==> config.mk <==
export PLATFORM = sky130hd
export DESIGN_NAME = div_unit
export DESIGN_NICKNAME = d
export VERILOG_FILES = /design/src/design/div_pkg.sv /design/src/design/div_clz.sv /design/src/design/div_control.sv /design/src/design/div_operand_prep.sv /design/src/design/div_radix4_core.sv /design/src/design/div_result_fixup.sv /design/src/design/div_unit.sv
export VERILOG_INCLUDE_DIRS = /design/src /design/src/design
export SDC_FILE = /design/constraint.sdc
export NUM_CORES = 1
export LEC_CHECK = 0
export BUFFER_PORTS_ARGS = -buffer_cell sky130_fd_sc_hd__buf_2
export CAP_MARGIN = 20
export CELL_PAD_IN_SITES_DETAIL_PLACEMENT = 0
export CELL_PAD_IN_SITES_GLOBAL_PLACEMENT = 1
export CORE_MARGIN = 2
export CORE_UTILIZATION = 30
export CTS_BUF_LIST = sky130_fd_sc_hd__clkbuf_4 sky130_fd_sc_hd__clkbuf_8
export DETAILED_ROUTE_END_ITERATION = 10
export GPL_TIMING_DRIVEN = 0
export HOLD_SLACK_MARGIN = 0.1
export PLACE_DENSITY_LB_ADDON = 0.1
export SYNTH_ARGS = -nofsm -noshare
export SYNTH_HDL_FRONTEND = slang
export SYNTH_HIERARCHICAL = 1
export SYNTH_SLANG_ARGS = --single-unit
==> constraint.sdc <==
create_clock -name clk -period 14.6 [get_ports clk]
set_clock_uncertainty 0.2 [all_clocks]
set_input_delay 4.38 -clock clk [delete_from_list [all_inputs] [get_ports clk]]
set_output_delay 4.38 -clock clk [all_outputs]
set_load 0.02 [all_outputs]
==> src/design/div_settings.svh <==
`ifndef DIV_SETTINGS_SVH
`define DIV_SETTINGS_SVH

// operand and result width
`define DIV_WIDTH 32

// width of a leading-zero count, log2 of the data width
`define DIV_CLZ_W 5

// quotient bits retired per iteration, radix 4
`define DIV_QBITS 2

`endif

==> src/design/div_pkg.sv <==
package div_pkg;

    // M extension divide ops in funct3 order, 0x4 base dropped
    typedef enum logic [1:0] {
        OP_DIV  = 2'b00,
        OP_DIVU = 2'b01,
        OP_REM  = 2'b10,
        OP_REMU = 2'b11
    } div_op_e;

    // requests that skip the iteration and finish in one step
    typedef enum logic [2:0] {
        SPC_NONE          = 3'd0,
        SPC_BY_ZERO       = 3'd1, // quotient all ones, remainder = dividend
        SPC_OVERFLOW      = 3'd2, // most negative / -1
        SPC_ZERO_DIVIDEND = 3'd3,
        SPC_SMALL         = 3'd4  // |divisor| > |dividend|
    } div_special_e;

endpackage

==> src/design/div_clz.sv <==
`include "div_settings.svh"

module div_clz (
    input  logic [`DIV_WIDTH-1:0] value,
    output logic [`DIV_CLZ_W-1:0] count
);
    localparam int GRP_W  = 8;
    localparam int GRP_CW = $clog2(GRP_W);
    localparam int N_GRP  = `DIV_WIDTH / GRP_W;
    localparam int CW     = `DIV_CLZ_W;

    logic [N_GRP-1:0]  grp_nz;              // group holds a set bit
    logic [GRP_CW-1:0] grp_cnt [N_GRP];     // zeros above the top set bit in a group

    // first level: per byte priority encode
    always_comb begin
        for (int g = 0; g < N_GRP; g++) begin
            grp_nz[g]  = |value[g*GRP_W +: GRP_W];
            grp_cnt[g] = GRP_CW'(GRP_W - 1);
            for (int b = 0; b < GRP_W; b++) begin
                if (value[g*GRP_W + b]) begin
                    grp_cnt[g] = GRP_CW'(GRP_W - 1 - b); // higher bits win
                end
            end
        end
    end

    // second level: pick the most significant non-empty group
    always_comb begin
        count = '1; // zero input saturates, callers treat zero separately
        for (int g = 0; g < N_GRP; g++) begin
            if (grp_nz[g]) begin
                count = CW'((N_GRP - 1 - g) * GRP_W + grp_cnt[g]);
            end
        end
    end

endmodule

==> src/design/div_control.sv <==
`include "div_settings.svh"

module div_control import div_pkg::*; (
    input  logic                    clk,
    input  logic                    rst,
    input  logic                    start,
    input  div_op_e                 op,
    input  div_special_e            special_in,
    input  logic                    neg_quotient_in,
    input  logic                    neg_remainder_in,
    input  logic [`DIV_CLZ_W-2:0]   iter_count,
    output logic                    load,
    output logic                    step,
    output logic                    finish,
    output logic                    busy,
    output logic                    done,
    output div_special_e            special,
    output logic                    neg_quotient,
    output logic                    neg_remainder,
    output logic                    want_remainder
);
    logic                   accept;     // start while idle
    logic                   running;
    logic                   last_step;
    logic [`DIV_CLZ_W-2:0]  iter_left;  // iterations still to go, minus one

    assign accept    = start && !busy;
    assign load      = accept;
    assign step      = running;
    assign last_step = running && (iter_left == '0);

    // flags held for the whole request
    always_ff @(posedge clk) begin
        if (rst) begin
            special        <= SPC_NONE;
            neg_quotient   <= 1'b0;
            neg_remainder  <= 1'b0;
            want_remainder <= 1'b0;
        end else if (accept) begin
            special        <= special_in;
            neg_quotient   <= neg_quotient_in;
            neg_remainder  <= neg_remainder_in;
            want_remainder <= (op == OP_REM) || (op == OP_REMU);
        end
    end

    // bypassed requests never enter the run state
    always_ff @(posedge clk) begin
        if (rst) begin
            running   <= 1'b0;
            iter_left <= '0;
        end else if (accept) begin
            running   <= (special_in == SPC_NONE);
            iter_left <= iter_count;
        end else if (running) begin
            running   <= !last_step;
            iter_left <= iter_left - 1'b1;
        end
    end

    always_ff @(posedge clk) begin
        if (rst) begin
            finish <= 1'b0;
            done   <= 1'b0;
            busy   <= 1'b0;
        end else begin
            finish <= (accept && special_in != SPC_NONE) || last_step;
            done   <= finish; // result register loads on the same edge
            if (accept) begin
                busy <= 1'b1;
            end else if (done) begin
                busy <= 1'b0; // drops after the done cycle
            end
        end
    end

    a_done_in_busy: assert property (@(posedge clk) disable iff (rst) done |-> busy)
        else $error("done outside a busy request");

    // a step in the finish cycle would mean the counter overran
    a_step_running: assert property (@(posedge clk) disable iff (rst)
        step |-> running && busy && !finish)
        else $error("step without an active run");

endmodule

==> src/design/div_operand_prep.sv <==
`include "div_settings.svh"

module div_operand_prep import div_pkg::*; (
    input  div_op_e                 op,
    input  logic [`DIV_WIDTH-1:0]   dividend,
    input  logic [`DIV_WIDTH-1:0]   divisor,
    output logic [`DIV_WIDTH-1:0]   dividend_mag,
    output logic [`DIV_WIDTH-1:0]   divisor_mag,
    output logic [`DIV_CLZ_W-1:0]   align_shift,
    output logic [`DIV_CLZ_W-2:0]   iter_count,
    output div_special_e            special,
    output logic                    neg_quotient,
    output logic                    neg_remainder
);
    localparam logic [`DIV_WIDTH-1:0] MOST_NEG = {1'b1, {(`DIV_WIDTH-1){1'b0}}};
    localparam logic [`DIV_WIDTH-1:0] MINUS_ONE = {`DIV_WIDTH{1'b1}};

    logic                   signed_op;
    logic                   dividend_neg;
    logic                   divisor_neg;
    logic [`DIV_CLZ_W-1:0]  dividend_clz;
    logic [`DIV_CLZ_W-1:0]  divisor_clz;
    logic [`DIV_CLZ_W-1:0]  clz_delta;
    logic                   divisor_larger;

    assign signed_op    = (op == OP_DIV) || (op == OP_REM);
    assign dividend_neg = signed_op && dividend[`DIV_WIDTH-1];
    assign divisor_neg  = signed_op && divisor[`DIV_WIDTH-1];

    // most negative value maps onto itself, still correct read as unsigned
    assign dividend_mag = dividend_neg ? -dividend : dividend;
    assign divisor_mag  = divisor_neg ? -divisor : divisor;

    // quotient sign from xor of signs, remainder follows the dividend
    assign neg_quotient  = dividend_neg ^ divisor_neg;
    assign neg_remainder = dividend_neg;

    div_clz u_dividend_clz (
        .value (dividend_mag),
        .count (dividend_clz)
    );

    div_clz u_divisor_clz (
        .value (divisor_mag),
        .count (divisor_clz)
    );

    // a divisor no larger than the dividend never has fewer leading zeros
    assign clz_delta      = divisor_clz - dividend_clz;
    assign divisor_larger = divisor_mag > dividend_mag;

    // round down to even so each radix-4 step consumes two aligned bits
    assign align_shift = {clz_delta[`DIV_CLZ_W-1:1], 1'b0};
    assign iter_count  = clz_delta[`DIV_CLZ_W-1:1];

    always_comb begin
        if (divisor == '0) begin
            special = SPC_BY_ZERO;
        end else if (signed_op && dividend == MOST_NEG && divisor == MINUS_ONE) begin
            special = SPC_OVERFLOW;
        end else if (dividend == '0) begin
            special = SPC_ZERO_DIVIDEND;
        end else if (divisor_larger) begin
            special = SPC_SMALL;
        end else begin
            special = SPC_NONE;
        end
    end

endmodule

==> src/design/div_radix4_core.sv <==
`include "div_settings.svh"

module div_radix4_core (
    input  logic                    clk,
    input  logic                    rst,
    input  logic                    load,
    input  logic                    step,
    input  logic [`DIV_WIDTH-1:0]   dividend_mag,
    input  logic [`DIV_WIDTH-1:0]   divisor_mag,
    input  logic [`DIV_CLZ_W-1:0]   align_shift,
    output logic [`DIV_WIDTH-1:0]   quotient,
    output logic [`DIV_WIDTH-1:0]   remainder
);
    localparam int W  = `DIV_WIDTH;
    localparam int QB = `DIV_QBITS;

    logic [W-1:0]   shifted_divisor;
    logic [W+1:0]   try_2x;         // remainder - 2d, sign in the top bit
    logic [W+1:0]   try_1x;         // remainder - 3d or remainder - d
    logic [QB-1:0]  digit;
    logic [W-1:0]   remainder_next;

    assign try_2x   = {2'b00, remainder} - {1'b0, shifted_divisor, 1'b0};
    assign digit[1] = ~try_2x[W+1];

    // from remainder - 2d go one more down, or one back up
    assign try_1x = digit[1] ? try_2x - {2'b00, shifted_divisor}
                             : try_2x + {2'b00, shifted_divisor};
    assign digit[0] = ~try_1x[W+1];

    always_comb begin
        if (digit[0]) begin
            remainder_next = try_1x[W-1:0]; // digit 3 or 1
        end else if (digit[1]) begin
            remainder_next = try_2x[W-1:0]; // digit 2
        end else begin
            remainder_next = remainder;     // digit 0
        end
    end

    // divisor walks back down to its original position on the last step
    always_ff @(posedge clk) begin
        if (load) begin
            shifted_divisor <= divisor_mag << align_shift;
        end else if (step) begin
            shifted_divisor <= shifted_divisor >> QB;
        end
    end

    always_ff @(posedge clk) begin
        if (rst) begin
            quotient  <= '0;
            remainder <= '0;
        end else if (load) begin
            quotient  <= '0;
            remainder <= dividend_mag;
        end else if (step) begin
            quotient  <= {quotient[W-QB-1:0], digit};
            remainder <= remainder_next;
        end
    end

    a_load_step_excl: assert property (@(posedge clk) disable iff (rst) !(load && step))
        else $error("load and step in the same cycle");

endmodule

==> src/design/div_result_fixup.sv <==
`include "div_settings.svh"

module div_result_fixup import div_pkg::*; (
    input  logic                    clk,
    input  logic                    rst,
    input  logic                    start,
    input  logic                    busy,
    input  logic [`DIV_WIDTH-1:0]   dividend,
    input  logic                    finish,
    input  div_special_e            special,
    input  logic                    neg_quotient,
    input  logic                    neg_remainder,
    input  logic                    want_remainder,
    input  logic [`DIV_WIDTH-1:0]   quotient,
    input  logic [`DIV_WIDTH-1:0]   remainder,
    output logic [`DIV_WIDTH-1:0]   result
);
    logic [`DIV_WIDTH-1:0] dividend_q;  // raw dividend, signed view kept
    logic [`DIV_WIDTH-1:0] raw_sel;
    logic                  negate;
    logic [`DIV_WIDTH-1:0] computed;
    logic [`DIV_WIDTH-1:0] substitute;

    always_ff @(posedge clk) begin
        if (start && !busy) begin
            dividend_q <= dividend;
        end
    end

    assign raw_sel  = want_remainder ? remainder : quotient;
    assign negate   = want_remainder ? neg_remainder : neg_quotient;
    assign computed = negate ? -raw_sel : raw_sel;

    // RISC-V values for the bypassed cases
    always_comb begin
        case (special)
            SPC_BY_ZERO:  substitute = want_remainder ? dividend_q : {`DIV_WIDTH{1'b1}};
            SPC_OVERFLOW: substitute = want_remainder ? '0 : dividend_q;
            SPC_SMALL:    substitute = want_remainder ? dividend_q : '0;
            default:      substitute = '0; // zero dividend
        endcase
    end

    always_ff @(posedge clk) begin
        if (rst) begin
            result <= '0;
        end else if (finish) begin
            result <= (special == SPC_NONE) ? computed : substitute;
        end
    end

endmodule

==> src/design/div_unit.sv <==
`include "div_settings.svh"

module div_unit import div_pkg::*; (
    input  logic                    clk,
    input  logic                    rst,
    input  div_op_e                 op,
    input  logic [`DIV_WIDTH-1:0]   dividend,
    input  logic [`DIV_WIDTH-1:0]   divisor,
    input  logic                    start,
    output logic                    busy,
    output logic                    done,
    output logic [`DIV_WIDTH-1:0]   result
);
    logic [`DIV_WIDTH-1:0]  dividend_mag;
    logic [`DIV_WIDTH-1:0]  divisor_mag;
    logic [`DIV_CLZ_W-1:0]  align_shift;
    logic [`DIV_CLZ_W-2:0]  iter_count;
    div_special_e           prep_special;   // unlatched, from the live operands
    logic                   prep_neg_quotient;
    logic                   prep_neg_remainder;

    logic                   load;
    logic                   step;
    logic                   finish;
    div_special_e           special;
    logic                   neg_quotient;
    logic                   neg_remainder;
    logic                   want_remainder;
    logic [`DIV_WIDTH-1:0]  quotient;
    logic [`DIV_WIDTH-1:0]  remainder;

    div_operand_prep u_prep (
        .op            (op),
        .dividend      (dividend),
        .divisor       (divisor),
        .dividend_mag  (dividend_mag),
        .divisor_mag   (divisor_mag),
        .align_shift   (align_shift),
        .iter_count    (iter_count),
        .special       (prep_special),
        .neg_quotient  (prep_neg_quotient),
        .neg_remainder (prep_neg_remainder)
    );

    div_control u_control (
        .clk              (clk),
        .rst              (rst),
        .start            (start),
        .op               (op),
        .special_in       (prep_special),
        .neg_quotient_in  (prep_neg_quotient),
        .neg_remainder_in (prep_neg_remainder),
        .iter_count       (iter_count),
        .load             (load),
        .step             (step),
        .finish           (finish),
        .busy             (busy),
        .done             (done),
        .special          (special),
        .neg_quotient     (neg_quotient),
        .neg_remainder    (neg_remainder),
        .want_remainder   (want_remainder)
    );

    div_radix4_core u_core (
        .clk          (clk),
        .rst          (rst),
        .load         (load),
        .step         (step),
        .dividend_mag (dividend_mag),
        .divisor_mag  (divisor_mag),
        .align_shift  (align_shift),
        .quotient     (quotient),
        .remainder    (remainder)
    );

    div_result_fixup u_fixup (
        .clk            (clk),
        .rst            (rst),
        .start          (start),
        .busy           (busy),
        .dividend       (dividend),
        .finish         (finish),
        .special        (special),
        .neg_quotient   (neg_quotient),
        .neg_remainder  (neg_remainder),
        .want_remainder (want_remainder),
        .quotient       (quotient),
        .remainder      (remainder),
        .result         (result)
    );

endmodule

==> results.sh <==
export IMPL_max_stage_delay_ns=0.56
export IMPL_grt_pass1_vias=16500
export IMPL_finalMaxSlewViolations=0
export IMPL_areaGrowthSynthToFinish_pct=11.1
export IMPL_start_util=0.302
export IMPL_path_cells="buf_2, nor4_1, nand3_1, nor4_1, nor2_1, xnor2_1, inv_1, nor4_2, nand2_1, o311ai_1, o221ai_1, o21ai_1, nor2b_1, fa_1, inv_1, clkbuf_1, buf_1, mux4_2, mux2_2, o21ai_0, nand2_1, o211ai_1, o21ai_0"
export IMPL_synth_edf_count=64
export IMPL_postCtsHoldBufs=0
export IMPL_worst_pin_slew_ns=1.19
export IMPL_die_y_um=245
export IMPL_slew_headroom=0.207
export IMPL_critical_path_class="primary input to flip-flop"
export IMPL_ctsResizeCount=0
export IMPL_cts_tree="built"
export IMPL_vdd_drop_max_mv=0.0856
export IMPL_post_dp_cell_area_mm2=0.0189
export IMPL_num_antenna_cells=0
export IMPL_antenna_found_initial=1
export IMPL_synth_top_area_share=0.126
export IMPL_synth_flop_cell="dfxtp_1"
export IMPL_clk_path_buf_depth=2
export IMPL_cp_slowest_cell="nor4_1"
export IMPL_cts_buffers=17
export IMPL_dr_total_vias=17000
export IMPL_fin_nets=2449
export IMPL_synth_cell_types=107
export IMPL_drv_cap=0
export IMPL_ys_warn_count=6
export IMPL_use_met2=0.382
export IMPL_rsz0062_at_grt="false"
export IMPL_port_buffers=102
export IMPL_busiest_layer="met2"
export IMPL_synth_area_leaders="dfxtp_1 (13%), edfxtp_1 (11%), ha_1 (7.6%), mux2i_1 (6.4%), xnor2_1 (5.6%)"
export IMPL_clk_latency_ns=0.56
export IMPL_synth_top_cell_by_area="dfxtp_1"
export IMPL_async_flop_share=0
export IMPL_avgViaCountPerCell=5.58
export IMPL_grt_pass1_wl_um=107000
export IMPL_core_mm2=0.0576
export IMPL_final_core_util=0.336
export IMPL_clock_sinks=174
export IMPL_use_met1=0.329
export IMPL_cts_max_level=4
export IMPL_path_clk_slew_ns=0.12
export IMPL_cts_root_buffer="clkbuf_8"
export IMPL_min_period_ns=10.95
export IMPL_rows=88
export IMPL_hpwlAfterDp_um=60200
export IMPL_startpoint_type="primary input"
export IMPL_p_leak_uw=0.00733
export IMPL_drt_iter0_markers=1408
export IMPL_syn_avg_cell_area_um2=8.11
export IMPL_die_w_um=245
export IMPL_finalHoldViolations=0
export IMPL_setup_viol=0
export IMPL_gr_total_overflow=0
export IMPL_drc=0
export IMPL_max_freq_ghz=0.0913
export IMPL_ys_ff_latch=174
export IMPL_grt_use_total=0.239
export IMPL_required_ns=14.69
export IMPL_synthTopCellsByCount="nor2_1 (252), a21oi_1 (189), nand2_1 (152)"
export IMPL_post_route_period_util=0.750
export IMPL_drive_gt1_frac=0.120
export IMPL_yosysMostFrequentCell="nor2_1"
export IMPL_critPathBufInv=5
export IMPL_fillers=6171
export IMPL_wl_per_cell_um=23.8
export IMPL_power_density_mw_per_mm2=155
export IMPL_crit_family="simple AND/OR/NAND/NOR gates"
export IMPL_cp_max_fo=10
export IMPL_hold_class="flip-flop to flip-flop"
export IMPL_die_area_mm2=0.0600
export IMPL_post_cts_buffers=0
export IMPL_dr_pass1_iters=5
export IMPL_arrival_ns=11.05
export IMPL_cp_end_kind="flip-flop"
export IMPL_syn_num_nets=2325
export IMPL_final_area_mm2=0.0194
export IMPL_synth_area_mm2=0.0174
export IMPL_tns_ns=0
export IMPL_use_met3=0.0333
export IMPL_netlist_instances=2147
export IMPL_hold_ws_ns=0.282
export IMPL_ios=103
export IMPL_wl_um=72500
export IMPL_yosysSeqAreaShare=0.237
export IMPL_grt_max_degree=33
export IMPL_status="complete, no violations"
export IMPL_drtAntennaViolNets=0
export IMPL_gp_congestion=0.889
[registers in the layout, summed over array words and instances (netlist names), 3 cells and up]
signal                  flops
u_core/remainder           32
u_control/special           3
u_fixup/result             32
u_fixup/dividend_q         32
u_core/quotient            32
u_core/shifted_divisor     32
u_control/iter_left         4
[power breakdown]
| group | internal [uW] | switching [uW] | leakage [uW] |
|---|---|---|---|
| clock network | 135 | 234 | 0.000214 |
| registers | 564 | 77.7 | 0.00152 |
| logic | 757 | 1240 | 0.00560 |
| total | 1460 | 1550 | 0.00733 |
[final timing paths]
check / from / to / slack [ns] / cells past startpoint
max: dividend[5] / u_core/shifted_divisor[28]$_DFFE_PP_ / 3.65 / 23
min: u_control/neg_quotient$_SDFFE_PP0P_ / u_control/neg_quotient$_SDFFE_PP0P_ / 0.28 / 2
max reg2reg: u_core/shifted_divisor[0]$_DFFE_PP_ / u_core/remainder[10]$_SDFFE_PP0P_ / 6.99 / 24
min reg2reg: u_control/neg_quotient$_SDFFE_PP0P_ / u_control/neg_quotient$_SDFFE_PP0P_ / 0.28 / 2
[metal layers]
layer | part of all wire | up-vias
li1 | - | 8162
met4 | 0.033 | 0
met3 | 0.041 | 94
met2 | 0.45 | 427
met5 | 0 | -
met1 | 0.47 | 8324
[worst reg2reg max path: stages (launching register included)]
cell,delay [ns]
edfxtp_1,0.47
ha_1,0.23
inv_1,0.06
fa_1,0.42
a211oi_1,0.36
o211ai_1,0.19
o2111ai_1,0.22
nand2_1,0.28
nor4_4,0.33
nor4_2,0.08
buf_4,0.19
clkbuf_1,0.39
o21ai_0,0.58
ha_1,0.33
a21oi_1,0.18
nand4b_1,0.17
a31oi_1,0.15
o211ai_1,0.38
a31oi_1,0.29
a221oi_2,0.48
xor2_2,0.52
buf_6,0.29
mux2i_1,0.46
a211o_1,0.19
a21oi_1,0.05
[metrics by stage]
| stage | setup slack (ns) | instances | power (uW) |
|---|---|---|---|
| final | 3.65 | 3049 | 3010 |
| after detailed placement | 3.22 | 3016 | 2640 |
| after CTS | 3.83 | 3048 | 3020 |
| after global placement | 3.25 | 3014 | 2640 |
| after floorplan | 4.60 | 2147 | 2020 |
| after global routing | 3.30 | 3049 | 3220 |
[cell usage in the layout (no fill, tap or decap), types with 64 or more instances in the layout]
master / netlist / routed
a21oi_1: 189 / 189
buf_2: 14 / 116
clkbuf_1: 71 / 71
dfxtp_1: 110 / 110
edfxtp_1: 64 / 64
ha_1: 106 / 106
inv_1: 107 / 107
mux2i_1: 111 / 111
nand2_1: 152 / 152
nor2_1: 252 / 252
o21ai_0: 100 / 100
xnor2_1: 111 / 111
[cell type report]
class | instances | area [um^2] | share of cell area
repair buffers | 105 | 533 | 0.0275
flip-flops and latches | 174 | 4120 | 0.213
multi-input cells | 1753 | 12400 | 0.640
inverters | 110 | 413 | 0.0213
well taps | 765 | 957 | 0.0495
clock buffers | 17 | 234 | 0.0121
plain buffers | 110 | 498 | 0.0257
clock inverters | 15 | 199 | 0.0103
[kinds of logic (layout without fill, tap and decap cells)]
logic type	Yosys count	count (layout)	share of synthesized area
AO/OA/AOI/OAI	587	587	0.221
XOR/XNOR	175	175	0.0884
adder cells (fa/ha/maj)	109	109	0.0796
buffers and inverters	220	357	0.0523
flip-flops	174	174	0.237
multiplexers	150	150	0.105
other	1	1	0.000215
AND/OR/NAND/NOR	731	731	0.217
No activity file was read; power rests on OpenSTA's default activity.
